[config.mk]
export PLATFORM = sky130hd
export DESIGN_NAME = mtrap_top
export DESIGN_NICKNAME = d
export VERILOG_FILES = /design/src/source/mtrap_pkg.sv /design/src/source/mtrap_top.sv /design/src/source/mtrap_ctrl.sv /design/src/source/mtrap_mtime.sv /design/src/source/mtrap_irq_prio.sv /design/src/source/mtrap_csr_file.sv
export SDC_FILE = /design/constraint.sdc
export NUM_CORES = 1
export LEC_CHECK = 0
export CORE_MARGIN = 5
export CORE_UTILIZATION = 60
export CTS_CLUSTER_DIAMETER = 50
export DETAILED_ROUTE_END_ITERATION = 10
export DONT_BUFFER_PORTS = 1
export HOLD_SLACK_MARGIN = 0.03
export PLACE_DENSITY = 0.76
export SLEW_MARGIN = 20
export SYNTH_ARGS = -nofsm -noshare
export SYNTH_HDL_FRONTEND = slang
export SYNTH_HIERARCHICAL = 1
export SYNTH_SLANG_ARGS = --single-unit
[constraint.sdc]
create_clock -name clk -period 8.08 [get_ports clk]
set_input_delay 0.404 -clock clk [delete_from_list [all_inputs] [get_ports clk]]
set_output_delay 0.404 -clock clk [all_outputs]
set_load 0.005 [all_outputs]
[src/source/mtrap_pkg.sv]
// Shared types, CSR addresses, interrupt numbers and reset values for the machine trap unit.
`default_nettype none

package mtrap_pkg;

    // Machine data word.
    typedef logic [31:0] xlen_t;
    // CSR address.
    typedef logic [11:0] csr_addr_t;
    // Trap or interrupt cause number.
    typedef logic [4:0]  cause_t;
    // Instruction address, bit 0 dropped.
    typedef logic [30:0] pc_t;
    // Trap vector base, low two bits dropped.
    typedef logic [29:0] tvec_t;
    // Machine timer value.
    typedef logic [63:0] mtime_t;

    // Machine CSR addresses.
    localparam csr_addr_t CSR_MSTATUS    = 12'h300;
    localparam csr_addr_t CSR_MISA       = 12'h301;
    localparam csr_addr_t CSR_MEDELEG    = 12'h302;
    localparam csr_addr_t CSR_MIDELEG    = 12'h303;
    localparam csr_addr_t CSR_MIE        = 12'h304;
    localparam csr_addr_t CSR_MTVEC      = 12'h305;
    localparam csr_addr_t CSR_MSTATUSH   = 12'h310;
    localparam csr_addr_t CSR_MSCRATCH   = 12'h340;
    localparam csr_addr_t CSR_MEPC       = 12'h341;
    localparam csr_addr_t CSR_MCAUSE     = 12'h342;
    localparam csr_addr_t CSR_MTVAL      = 12'h343;
    localparam csr_addr_t CSR_MIP        = 12'h344;
    // Read-only ID registers.
    localparam csr_addr_t CSR_MVENDORID  = 12'hf11;
    localparam csr_addr_t CSR_MARCHID    = 12'hf12;
    localparam csr_addr_t CSR_MIMPID     = 12'hf13;
    localparam csr_addr_t CSR_MHARTID    = 12'hf14;
    localparam csr_addr_t CSR_MCONFIGPTR = 12'hf15;

    // Interrupt numbers.
    localparam int IRQ_MTIMER = 7;
    localparam int IRQ_EXT_LO = 16;

    // mstatus bit positions.
    localparam int MSTATUS_MIE_BIT  = 3;
    localparam int MSTATUS_MPIE_BIT = 7;

    // Constant ID and reset values.
    localparam xlen_t  MARCHID_VALUE  = 32'd37;
    // RV32 with I and M, no C.
    localparam xlen_t  MISA_VALUE     = 32'h4000_1100;
    localparam mtime_t MTIMECMP_RESET = '1;

    // Cycles MIE must be stable before an interrupt is taken.
    localparam int IRQ_SETTLE_CYCLES = 2;

    // Controller states.
    typedef enum logic [1:0] {
        st_idle,
        st_csr_ack,
        st_trap,
        st_settle
    } ctrl_state_t;

endpackage

`default_nettype wire
[src/source/mtrap_top.sv]
// Top of the machine trap unit; connects controller, CSR file, interrupt logic and timer.
`default_nettype none

module mtrap_top import mtrap_pkg::*; #(
    parameter xlen_t HARTID    = '0,
    parameter int    MTIME_DIV = 1
) (
    input  wire logic        clk,
    input  wire logic        rst,
    // CSR Wishbone slave.
    input  wire logic        csr_cyc,
    input  wire logic        csr_stb,
    input  wire logic        csr_we,
    input  wire csr_addr_t   csr_adr,
    input  wire xlen_t       csr_dat_w,
    output xlen_t            csr_dat_r,
    output logic             csr_ack,
    output logic             csr_err,
    // Timer Wishbone slave.
    input  wire logic        tmr_cyc,
    input  wire logic        tmr_stb,
    input  wire logic        tmr_we,
    input  wire logic [1:0]  tmr_adr,
    input  wire xlen_t       tmr_dat_w,
    output xlen_t            tmr_dat_r,
    output logic             tmr_ack,
    // Core side.
    input  wire logic        retire_valid,
    input  wire pc_t         retire_pc,
    input  wire logic        trap_req,
    input  wire logic [3:0]  trap_cause,
    input  wire logic        ret_req,
    input  wire logic [15:0] irq,
    output logic             exc_valid,
    output logic             exc_irq,
    output cause_t           exc_cause,
    output tvec_t            exc_tvec,
    output pc_t              ret_epc
);

    logic   do_write;
    logic   do_trap;
    logic   do_irq;
    logic   do_ret;
    cause_t commit_cause;
    logic   csr_exists;
    logic   csr_rdonly;
    logic   mstatus_mie;
    xlen_t  mie;
    tvec_t  mtvec;
    xlen_t  irq_pending;
    logic   irq_any;
    cause_t irq_cause;
    logic   mtimer_irq;

    mtrap_ctrl i_ctrl (
        .clk, .rst,
        .csr_cyc, .csr_stb, .csr_exists, .csr_rdonly, .csr_we,
        .trap_req, .trap_cause, .retire_valid, .irq_any, .irq_cause,
        .mstatus_mie, .mtvec, .ret_req,
        .csr_ack, .csr_err,
        .do_write, .do_trap, .do_irq, .do_ret, .commit_cause,
        .exc_valid, .exc_irq, .exc_cause, .exc_tvec
    );

    // MRET target is always the live mepc.
    mtrap_csr_file #(.HARTID(HARTID)) i_csr_file (
        .clk, .rst,
        .csr_adr, .csr_dat_w,
        .do_write, .do_trap, .do_irq, .do_ret, .commit_cause,
        .retire_pc, .irq_pending,
        .csr_dat_r, .csr_exists, .csr_rdonly,
        .mstatus_mie, .mie, .mtvec, .mepc(ret_epc)
    );

    mtrap_irq_prio i_irq_prio (
        .clk, .rst,
        .irq, .mtimer_irq, .mie,
        .irq_pending, .irq_any, .irq_cause
    );

    mtrap_mtime #(.MTIME_DIV(MTIME_DIV)) i_mtime (
        .clk, .rst,
        .tmr_cyc, .tmr_stb, .tmr_we, .tmr_adr, .tmr_dat_w,
        .tmr_dat_r, .tmr_ack, .mtimer_irq
    );

endmodule

`default_nettype wire

[src/source/mtrap_ctrl.sv]
// Trap controller FSM; arbitrates traps, interrupts, MRET and CSR bus access.
`default_nettype none

module mtrap_ctrl import mtrap_pkg::*; (
    input  wire logic       clk,
    input  wire logic       rst,
    // CSR bus request and decode flags.
    input  wire logic       csr_cyc,
    input  wire logic       csr_stb,
    input  wire logic       csr_exists,
    input  wire logic       csr_rdonly,
    input  wire logic       csr_we,
    // Core events.
    input  wire logic       trap_req,
    input  wire logic [3:0] trap_cause,
    input  wire logic       retire_valid,
    input  wire logic       irq_any,
    input  wire cause_t     irq_cause,
    input  wire logic       mstatus_mie,
    input  wire tvec_t      mtvec,
    input  wire logic       ret_req,
    output logic            csr_ack,
    output logic            csr_err,
    // Commit strobes to the CSR file.
    output logic            do_write,
    output logic            do_trap,
    output logic            do_irq,
    output logic            do_ret,
    output cause_t          commit_cause,
    // One-cycle exception report.
    output logic            exc_valid,
    output logic            exc_irq,
    output cause_t          exc_cause,
    output tvec_t           exc_tvec
);

    localparam int SETTLE_W = $clog2(IRQ_SETTLE_CYCLES + 1);

    ctrl_state_t         state;
    ctrl_state_t         state_next;
    logic [SETTLE_W-1:0] settle_cnt;
    logic                irq_en;
    logic                csr_req;
    logic                csr_ok;
    logic                events_open;
    logic                take_csr;

    assign csr_req = csr_cyc && csr_stb;
    // Unknown address, or a write to a read-only ID.
    assign csr_ok = csr_exists && !(csr_we && csr_rdonly);

    // Core events are taken in idle and in the bus turnaround cycle.
    assign events_open = (state == st_idle) || (state == st_settle);
    assign irq_en = mstatus_mie && (settle_cnt == SETTLE_W'(IRQ_SETTLE_CYCLES));

    // Trap beats interrupt, both beat MRET and the bus.
    assign do_trap = events_open && trap_req;
    assign do_irq = events_open && !trap_req && retire_valid && irq_any && irq_en;
    assign do_ret = events_open && !trap_req && !do_irq && ret_req;
    assign take_csr = (state == st_idle) && csr_req && !trap_req && !do_irq && !ret_req;
    assign commit_cause = do_trap ? cause_t'(trap_cause) : irq_cause;

    // Bus reply in the cycle after the request is accepted.
    assign csr_ack = (state == st_csr_ack) && csr_req && csr_ok;
    assign csr_err = (state == st_csr_ack) && csr_req && !csr_ok;
    assign do_write = csr_ack && csr_we;

    always_comb begin
        state_next = st_idle;
        case (state)
            st_idle, st_settle: begin
                if (do_trap || do_irq) begin
                    state_next = st_trap;
                end else if (take_csr) begin
                    state_next = st_csr_ack;
                end
            end
            // Master drops stb after ack.
            st_csr_ack: state_next = st_settle;
            default:    state_next = st_idle;
        endcase
    end

    always_ff @(posedge clk) begin
        if (rst) begin
            state <= st_idle;
            exc_valid <= 1'b0;
        end else begin
            state <= state_next;
            exc_valid <= do_trap || do_irq;
        end
    end

    // Restarts while MIE is low, saturates at the settle count.
    always_ff @(posedge clk) begin
        if (rst || !mstatus_mie) begin
            settle_cnt <= '0;
        end else if (!irq_en) begin
            settle_cnt <= settle_cnt + 1'b1;
        end
    end

    // Report payload, captured at trap entry.
    always_ff @(posedge clk) begin
        if (do_trap || do_irq) begin
            exc_irq <= do_irq;
            exc_cause <= commit_cause;
            exc_tvec <= mtvec;
        end
    end

endmodule

`default_nettype wire

[src/source/mtrap_mtime.sv]
// Machine timer with mtime and mtimecmp behind a Wishbone classic slave.
`default_nettype none

module mtrap_mtime import mtrap_pkg::*; #(
    parameter int MTIME_DIV = 1
) (
    input  wire logic       clk,
    input  wire logic       rst,
    // Timer bus, word index in tmr_adr.
    input  wire logic       tmr_cyc,
    input  wire logic       tmr_stb,
    input  wire logic       tmr_we,
    input  wire logic [1:0] tmr_adr,
    input  wire xlen_t      tmr_dat_w,
    output xlen_t           tmr_dat_r,
    output logic            tmr_ack,
    output logic            mtimer_irq
);

    // Prescaler width, at least one bit.
    localparam int DIV_W = (MTIME_DIV > 1) ? $clog2(MTIME_DIV) : 1;

    logic [DIV_W-1:0] presc;
    logic             tick;
    logic             req_new;
    logic             wr_en;
    mtime_t           mtime;
    mtime_t           mtime_next;
    mtime_t           mtimecmp;
    xlen_t            rd_word;

    assign tick = (presc == DIV_W'(MTIME_DIV - 1));
    // A held request is served once; ack ends it.
    assign req_new = tmr_cyc && tmr_stb && !tmr_ack;
    assign wr_en = req_new && tmr_we;

    // Word writes override the increment.
    always_comb begin
        mtime_next = tick ? mtime + 64'd1 : mtime;
        if (wr_en && tmr_adr == 2'd0) begin
            mtime_next[31:0] = tmr_dat_w;
        end
        if (wr_en && tmr_adr == 2'd1) begin
            mtime_next[63:32] = tmr_dat_w;
        end
    end

    always_comb begin
        case (tmr_adr)
            2'd0:    rd_word = mtime[31:0];
            2'd1:    rd_word = mtime[63:32];
            2'd2:    rd_word = mtimecmp[31:0];
            default: rd_word = mtimecmp[63:32];
        endcase
    end

    always_ff @(posedge clk) begin
        if (rst) begin
            presc <= '0;
            mtime <= '0;
            mtimecmp <= MTIMECMP_RESET;
            tmr_ack <= 1'b0;
        end else begin
            presc <= tick ? '0 : presc + 1'b1;
            mtime <= mtime_next;
            tmr_ack <= req_new;
            if (wr_en && tmr_adr == 2'd2) begin
                mtimecmp[31:0] <= tmr_dat_w;
            end
            if (wr_en && tmr_adr == 2'd3) begin
                mtimecmp[63:32] <= tmr_dat_w;
            end
        end
    end

    // Read data, valid with ack.
    always_ff @(posedge clk) begin
        if (req_new) begin
            tmr_dat_r <= rd_word;
        end
    end

    // Level interrupt straight from the registers.
    assign mtimer_irq = (mtime >= mtimecmp);

endmodule

`default_nettype wire

[src/source/mtrap_irq_prio.sv]
// Registers the interrupt lines and picks the lowest-numbered enabled pending interrupt.
`default_nettype none

module mtrap_irq_prio import mtrap_pkg::*; (
    input  wire logic        clk,
    input  wire logic        rst,
    // External lines, mapped to causes 16 to 31.
    input  wire logic [15:0] irq,
    input  wire logic        mtimer_irq,
    input  wire xlen_t       mie,
    output xlen_t            irq_pending,
    output logic             irq_any,
    output cause_t           irq_cause
);

    xlen_t irq_masked;

    // One register stage from the lines to the pending bits.
    always_ff @(posedge clk) begin
        if (rst) begin
            irq_pending <= '0;
        end else begin
            irq_pending <= '0;
            irq_pending[IRQ_EXT_LO +: 16] <= irq;
            irq_pending[IRQ_MTIMER] <= mtimer_irq;
        end
    end

    assign irq_masked = irq_pending & mie;
    assign irq_any = |irq_masked;

    // Scan from the top so the lowest set bit wins.
    always_comb begin
        irq_cause = '0;
        for (int i = 31; i >= 0; i--) begin
            if (irq_masked[i]) begin
                irq_cause = cause_t'(i);
            end
        end
    end

endmodule

`default_nettype wire

[src/source/mtrap_csr_file.sv]
// Machine CSR storage with address decode; updated by bus writes, trap entry and MRET.
`default_nettype none

module mtrap_csr_file import mtrap_pkg::*; #(
    parameter xlen_t HARTID = '0
) (
    input  wire logic clk,
    input  wire logic rst,
    // Bus side address and write data.
    input  wire csr_addr_t csr_adr,
    input  wire xlen_t     csr_dat_w,
    // Commit strobes from the controller.
    input  wire logic   do_write,
    input  wire logic   do_trap,
    input  wire logic   do_irq,
    input  wire logic   do_ret,
    input  wire cause_t commit_cause,
    input  wire pc_t    retire_pc,
    input  wire xlen_t  irq_pending,
    // Read side.
    output xlen_t     csr_dat_r,
    output logic      csr_exists,
    output logic      csr_rdonly,
    // State used by the controller and interrupt logic.
    output logic      mstatus_mie,
    output xlen_t     mie,
    output tvec_t     mtvec,
    output pc_t       mepc
);

    logic   mstatus_mpie;
    xlen_t  mscratch;
    logic   mcause_int;
    cause_t mcause_no;
    xlen_t  mstatus_val;

    // Only MIE and MPIE are implemented in mstatus.
    always_comb begin
        mstatus_val = '0;
        mstatus_val[MSTATUS_MIE_BIT] = mstatus_mie;
        mstatus_val[MSTATUS_MPIE_BIT] = mstatus_mpie;
    end

    // Read decode.
    always_comb begin
        csr_exists = 1'b1;
        csr_rdonly = 1'b0;
        csr_dat_r = '0;
        case (csr_adr)
            CSR_MSTATUS:    csr_dat_r = mstatus_val;
            CSR_MISA:       csr_dat_r = MISA_VALUE;
            CSR_MEDELEG:    csr_dat_r = '0;
            CSR_MIDELEG:    csr_dat_r = '0;
            CSR_MIE:        csr_dat_r = mie;
            CSR_MTVEC:      csr_dat_r = {mtvec, 2'b00};
            CSR_MSTATUSH:   csr_dat_r = '0;
            // Pending lines, masked by the enables.
            CSR_MIP:        csr_dat_r = irq_pending & mie;
            CSR_MSCRATCH:   csr_dat_r = mscratch;
            CSR_MEPC:       csr_dat_r = {mepc, 1'b0};
            CSR_MCAUSE:     csr_dat_r = {mcause_int, 26'd0, mcause_no};
            CSR_MTVAL:      csr_dat_r = '0;
            CSR_MVENDORID:  csr_rdonly = 1'b1;
            CSR_MARCHID: begin
                csr_rdonly = 1'b1;
                csr_dat_r = MARCHID_VALUE;
            end
            CSR_MIMPID:     csr_rdonly = 1'b1;
            CSR_MHARTID: begin
                csr_rdonly = 1'b1;
                csr_dat_r = HARTID;
            end
            CSR_MCONFIGPTR: csr_rdonly = 1'b1;
            default:        csr_exists = 1'b0;
        endcase
    end

    always_ff @(posedge clk) begin
        if (rst) begin
            mstatus_mie <= 1'b0;
            mstatus_mpie <= 1'b0;
            mie <= '0;
            mtvec <= '0;
            mscratch <= '0;
            mepc <= '0;
            mcause_int <= 1'b0;
            mcause_no <= '0;
        end else if (do_trap || do_irq) begin
            // Trap entry stacks MIE and disables interrupts.
            mstatus_mpie <= mstatus_mie;
            mstatus_mie <= 1'b0;
            mepc <= retire_pc;
            mcause_int <= do_irq;
            mcause_no <= commit_cause;
        end else if (do_write) begin
            case (csr_adr)
                CSR_MSTATUS: begin
                    mstatus_mie <= csr_dat_w[MSTATUS_MIE_BIT];
                    mstatus_mpie <= csr_dat_w[MSTATUS_MPIE_BIT];
                end
                CSR_MIE:      mie <= csr_dat_w;
                CSR_MTVEC:    mtvec <= csr_dat_w[31:2];
                CSR_MSCRATCH: mscratch <= csr_dat_w;
                CSR_MEPC:     mepc <= csr_dat_w[31:1];
                CSR_MCAUSE: begin
                    mcause_int <= csr_dat_w[31];
                    mcause_no <= csr_dat_w[4:0];
                end
                // Other registers ignore writes.
                default: ;
            endcase
        end else if (do_ret) begin
            // MRET.
            mstatus_mie <= mstatus_mpie;
        end
    end

endmodule

`default_nettype wire

==> reports/metrics.cfg, run 1 <==
[outcome]
status=finished clean

[setup_path]
path_depth=13
path_max_fanout=28
crit_top_cell=buf_4
cpMaxStageDelayCell=nand4_1
crit_required_ns=8.47
worst_path_largest_cell_delay_ns=0.51
cp-end-kind=flop
worst-path-buf-inv=3
setup.worst_path.class=input pin to flop
cp-start-kind=input pin
crit_arrival_ns=3.96
worstRegToRegCells=12
cp_top_family=simple AND/OR/NAND/NOR gates
path_cells=nand4bb_1 -> nor2_2 -> buf_4 -> a22oi_1 -> o21ai_0 -> inv_1 -> nor3b_2 -> and2_1 -> nor4bb_1 -> nand4_1 -> buf_4 -> mux2i_1 -> nor2_1

[timing]
worst_pin_slew_ns=1.10
finalCritPeriodShare_pct=44.3
hold_viol=0
fin_crit_ns=3.58
max_freq_mhz=280
slew_violations=0
maxSlewHeadroom_pct=26.8
rsz0062_at_grt=no
skew_ns=0.0372
fin_tns_setup_ns=0
finalSetupViolCount=0

[clock_network]
clock_sinks=353
post_cts_resized=0
clock_path_buffers=3
clock_latency_ns=0.55
cts_buffers=41
post_cts.repair.setup_buffers=0
htree_levels=2
cts_tree=yes
cts_root_buffer=clkbuf_16
path_clk_slew_ns=0.06

[detailed_routing]
viasPerCell=6.38
highest_layer=met5
avgRoutedWirePerCell_um=22.7
drtIter0Drc=1381
drc_errors=0
wl_met3_um=4400
firstDrtPassIters=6
vias=14900
wl_met1_um=20200
drtAntennaViolNets=0
met2_length_um=26300
routed_wl_um=53100

[power_and_ir_drop]
ir_drop_mv=0.134
leakagePower_nw=8.03
power.density_nw_per_um2=195

[final_layout]
fin_cells=2342
layout.nets=2129
layout-drive-gt1-share_pct=10.1
antenna_cells=0
area_growth_pct=13.0

[placed_design]
place_congestion=0.923
port_buffers=0
hpwlAfterDp_um=34900
dp.cells=2177

[synthesis]
yosys_warnings=6
ys_types=87
async_flop_share_pct=0
synth-compound-area-share_pct=16.5
syn_area_per_cell_um2=9.56
syn_inst=1890
synth_seq_area_share_pct=42.9
synth-simple-area-share_pct=17.8
ys_ff_latch=353
synth_top_family_by_area=simple AND/OR/NAND/NOR gates
synth_adder_area_share_pct=4.78
synth.area.mux_share_pct=9.70
netlist_area_um2=18100
synth_xor_area_share_pct=2.91
synth_edf_count=68
ys.flop_type=dfxtp_1

[floorplan]
row_count=63
start_util_pct=60.8
die-height_um=184
coreArea_um2=29700
ios=275
die_x_um=184
dieArea_um2=33700

[hold_path]
hold_depth=2
hold_class=input pin to flop

[grt]
grt_overflow=0
grt_pass1_vias=14900
grt_usage_pct=30.4
grt_pass1_wl_um=82400
grt_max_degree=261
antenna_found_initial=2

[run]
drv_cap=0

-- Yosys cell counts, types with 10 or more instances --
library cell / instances / share of area [%]
buf_4: 15 / 0.62
dfxtp_1: 285 / 32
xor2_1: 29 / 1.4
xnor2_1: 31 / 1.5
a21oi_2: 30 / 1.5
a211o_1: 64 / 3.1
nand2_1: 194 / 4.0
nor2_1: 222 / 4.6
buf_2: 15 / 0.42
mux4_2: 31 / 3.9
clkbuf_1: 89 / 1.8
a22o_1: 24 / 1.2
a21oi_1: 64 / 1.8
mux2i_1: 96 / 5.3
o22ai_1: 23 / 0.80
a211oi_1: 90 / 3.7
edfxtp_1: 68 / 11
ha_1: 69 / 4.8
inv_1: 84 / 1.7
nor3_1: 16 / 0.44
nand4_1: 37 / 1.3
nand3_1: 32 / 0.89
or3_1: 10 / 0.35
nor2b_1: 27 / 0.93
o21ai_0: 46 / 1.3
and2_1: 10 / 0.35
-- where the power goes --
group / total, mW / internal [mW] / switching, mW
combinational: 0.244 / 0.109 / 0.135
sequential: 1.91 / 1.86 / 0.0558
clock: 1.82 / 1.05 / 0.764
total: 3.97 / 3.02 / 0.955
-- final cells by class --
cell class              count  area (µm²)
clock buffers              54        1160
well taps                 390         488
flip-flops and latches    353        7750
clock inverters            21         178
fillers                  2197        9290
repair buffers            107        1070
multi-input cells        1332        9460
inverters                  85         319
-- final timing paths --
| path | from | endpoint | slack [ns] |
|---|---|---|---|
| setup reg to reg | i_csr_file/mie[18] | i_csr_file/mscratch[6] | 4.65 |
| hold / removal | tmr_dat_w[12] | i_mtime/mtime[44] | 0.04 |
| hold reg to reg | i_csr_file/mie[0] | i_csr_file/mie[0] | 0.45 |
| setup / recovery | csr_adr[10] | i_csr_file/mscratch[6] | 4.50 |
-- cell usage in the layout, fill, tap and decap left out, types with 7 or more instances in the layout --
cell,instances
a211o_1,64
a211oi_1,90
a21o_1,9
a21oi_1,64
a21oi_2,29
a22o_1,24
and2_1,10
and3_1,9
and4_1,8
buf_4,17
clkbuf_16,42
clkinv_2,7
conb_1,16
dfxtp_1,285
dlygate4sd3_1,87
edfxtp_1,68
ha_1,69
inv_1,84
mux2i_1,96
mux4_2,31
nand2_1,194
nand2b_1,9
nand3_1,32
nand4_1,37
nor2_1,218
nor2b_1,27
nor3_1,16
nor3_2,9
nor4_1,8
o21ai_0,46
o22ai_1,23
or3_1,9
xnor2_1,31
xor2_1,29
-- routing by layer --
metal  vias to the layer above  global-route usage [%]
met3                       153                    6.61
met2                       708                    52.5
met1                      7182                    36.6
met4                         4                    12.9
li1                       6897                       -
met5                         -                       0
-- cells by family (layout without fill, tap and decap cells) --
family                   after synthesis  after routing
AND/OR/NAND/NOR                      644            644
buffers and inverters                219            267
adder cells (fa/ha/maj)               69             69
multiplexers                         134            134
AO/OA/AOI/OAI                        409            409
other                                  2             16
flip-flops                           353            353
XOR/XNOR                              60             60
-- sequential cells by signal, summed over array words and instances (netlist names), 2 cells and up --
| signal | flops |
|---|---|
| i_mtime/mtime | 64 |
| i_ctrl/exc_cause | 5 |
| i_csr_file/mepc | 31 |
| i_csr_file/mscratch | 32 |
| i_mtime/tmr_dat_r | 32 |
| i_ctrl/exc_tvec | 30 |
| i_ctrl/state | 2 |
| i_irq_prio/irq_pending | 17 |
| i_csr_file/mie | 32 |
| i_ctrl/settle_cnt | 2 |
| i_csr_file/mtvec | 30 |
| i_csr_file/mcause_no | 5 |
| i_mtime/mtimecmp | 64 |
-- repair_timing --
action                                  CTS  global route
hold buffers                             86             2
endpoints found under the setup margin    0             0
endpoints found under the hold margin   277             2
-- through the flow --
step	total power, mW	hold WS (ns)	worst slack [ns]	cell area [µm²]	utilization, %
after floorplan	2.10	0.422	4.75	18100	-
after global placement	2.11	0.435	4.11	18100	61.0
after detailed placement	2.12	0.438	3.93	18100	61.0
after CTS	3.99	0.0303	4.46	20400	68.5
after global routing	4.11	0.0312	4.25	20400	68.7
final	3.97	0.0401	4.50	20400	68.7
(Power assumes the default switching activity.)
==> run 2, diff against run 1 <==
Settings changed: ABC_AREA set to 1.
Clock period 8.08 ns to 3.4 ns, I/O delays scaled along.
==> reports/metrics.cfg, run 2 <==
[grt]
grt_pass1_vias=19200
grt_pass1_wl_um=103000
grt_usage_pct=34.9
grt_max_degree=120
met3_usage_pct=5.74
antenna_found_initial=2
busiest_layer=met2
grt_util_met1_pct=40.9
gr-usage-met2_pct=61.5
grt_overflow=0

[floorplan]
ios=275
coreArea_um2=32600
start_util_pct=60.8
row_count=66
die-height_um=192
die_x_um=192
dieArea_um2=36800

[timing]
slew_violations=0
worst_slack_ns=0.295
finalCritPeriodShare_pct=91.3
rsz0062_at_grt=no
finalSetupViolCount=0
fin_crit_ns=3.11
fin_tns_setup_ns=0
skew_ns=0.0194
worst_pin_slew_ns=1.06
max_freq_mhz=322
maxSlewHeadroom_pct=29.3
hold_viol=0
fin_hold_ws_ns=0.0559

[setup_path]
path_depth=17
crit_arrival_ns=3.57
cp-end-kind=flop
cp-start-kind=flop
worst-path-buf-inv=6
path_cells=nand2_1 -> nand2_1 -> nor2_1 -> nand2_1 -> inv_1 -> nand3_1 -> nand2_1 -> inv_1 -> nand3_2 -> inv_1 -> nor2_4 -> inv_1 -> buf_4 -> o21ai_0 -> dlygate4sd3_1 -> nand3_1 -> a21oi_1
cp_top_family=buffers and inverters
setup.worst_path.class=flop to flop
worstRegToRegCells=17
worst_path_largest_cell_delay_ns=0.60
cpMaxStageDelayCell=dlygate4sd3_1
path_max_fanout=41
crit_required_ns=3.87

[synthesis]
synth_top_area_share_pct=28.8
yosys_warnings=6
ys_ff_latch=353
synthTopCellsByArea=dfxtp_1, nand2_1, edfxtp_1
synth_seq_area_share_pct=39.0
synth_edf_count=68
ys_types=45
synthTopCellsByCount=nand2_1, nor2_1, inv_1
synth_area_leader_cell=dfxtp_1
syn_inst=2871
netlist_area_um2=19800
synth.most_common_cell=nand2_1
syn_area_per_cell_um2=6.91
async_flop_share_pct=0
ys.flop_type=dfxtp_1

[final_layout]
area_growth_pct=14.2
reg_top3=i_mtime/mtime x64, i_mtime/mtimecmp x64
layout-drive-gt1-share_pct=6.19
utilization_pct=69.5
final_cell_mix=nand2_1, nor2_1, inv_1, dfxtp_1, o21ai_0
final_cell_area_um2=22700
fin_cells=3434
layout.nets=3165
final_common_cell=nand2_1

[clock_network]
cts_root_buffer=clkbuf_16
htree_levels=2
clock_sinks=353
cts_tree=yes
clock_latency_ns=0.54
cts_buffers=42
path_clk_slew_ns=0.06
clock_path_buffers=3

[outcome]
status=finished clean

[hold_path]
hold_depth=2
hold_class=input pin to flop

[detailed_routing]
drtIter0Drc=1749
firstDrtPassIters=6
avgRoutedWirePerCell_um=19.6
routed_wl_um=67500
viasPerCell=5.83
drc_errors=0
vias=20000
drtAntennaViolNets=0

[power_and_ir_drop]
fin_total_pwr_mw=9.58
power.density_nw_per_um2=423
ir_drop_mv=0.441
leakagePower_nw=9.88

[placed_design]
placed_area_um2=20000
port_buffers=0
hpwlAfterDp_um=46700
place_congestion=1.01
dp_slack_ns=0.227
dp.cells=3220

[run]
drv_cap=0

## run 2: cell count changes after synthesis, sizes merged, moves of 96 or more
cell   previous run  this run
mux2i            96         0
inv              85       329
nand2           194       774
nand3            33       141
nor2            223       421
o21ai            50       197
## run 2: kinds of logic after synthesis
logic type               count (synthesis)  synth area share, %
buffers and inverters                  470                 9.97
other                                    2               0.0378
AND/OR/NAND/NOR                       1439                 31.0
AO/OA/AOI/OAI                          513                 14.5
adder cells (fa/ha/maj)                 69                 4.35
XOR/XNOR                                25                 1.10
flip-flops                             353                 39.0
## run 2: final timing paths
| kind | start | to | slack, ns |
|---|---|---|---|
| max | i_csr_file/mie[17] | i_csr_file/mepc[30] | 0.29 |
| min reg2reg | i_csr_file/mtvec[15] | i_ctrl/exc_tvec[15] | 0.44 |
| max reg2reg | i_csr_file/mie[17] | i_csr_file/mepc[30] | 0.29 |
| min | rst | i_csr_file/mepc[1] | 0.06 |
## run 2: what timing repair did
action / 4_1_cts / 5_1_grt
endpoints found under the hold margin: 293 / 0
endpoints found under the setup margin: 0 / 4
hold buffers: 129 / 0
resized for setup: 0 / 1
buffers inserted: 0 / 5
## run 2: cell type report
cell class / count / area (µm²)
tap: 442 / 553
clock buffer: 57 / 1150
sequential: 353 / 7750
multi-input combinational: 2062 / 10200
inverter: 330 / 1240
antenna: 4 / 10.0
timing repair buffer: 167 / 1630
fill: 2719 / 9960
clock inverter: 19 / 149
## run 2: metal layers
metal | routed length [µm] | part of all wire, %
met5 | 11 | 0.016
met1 | 25500 | 38
met3 | 5170 | 7.7
met4 | 3750 | 5.6
met2 | 33100 | 49
## run 2: where the power goes
part	total, mW	internal [mW]	leakage (nW)	switching, mW
combinational	0.808	0.285	6.27	0.524
sequential	4.51	4.41	2.98	0.106
clock	4.25	2.46	0.637	1.80
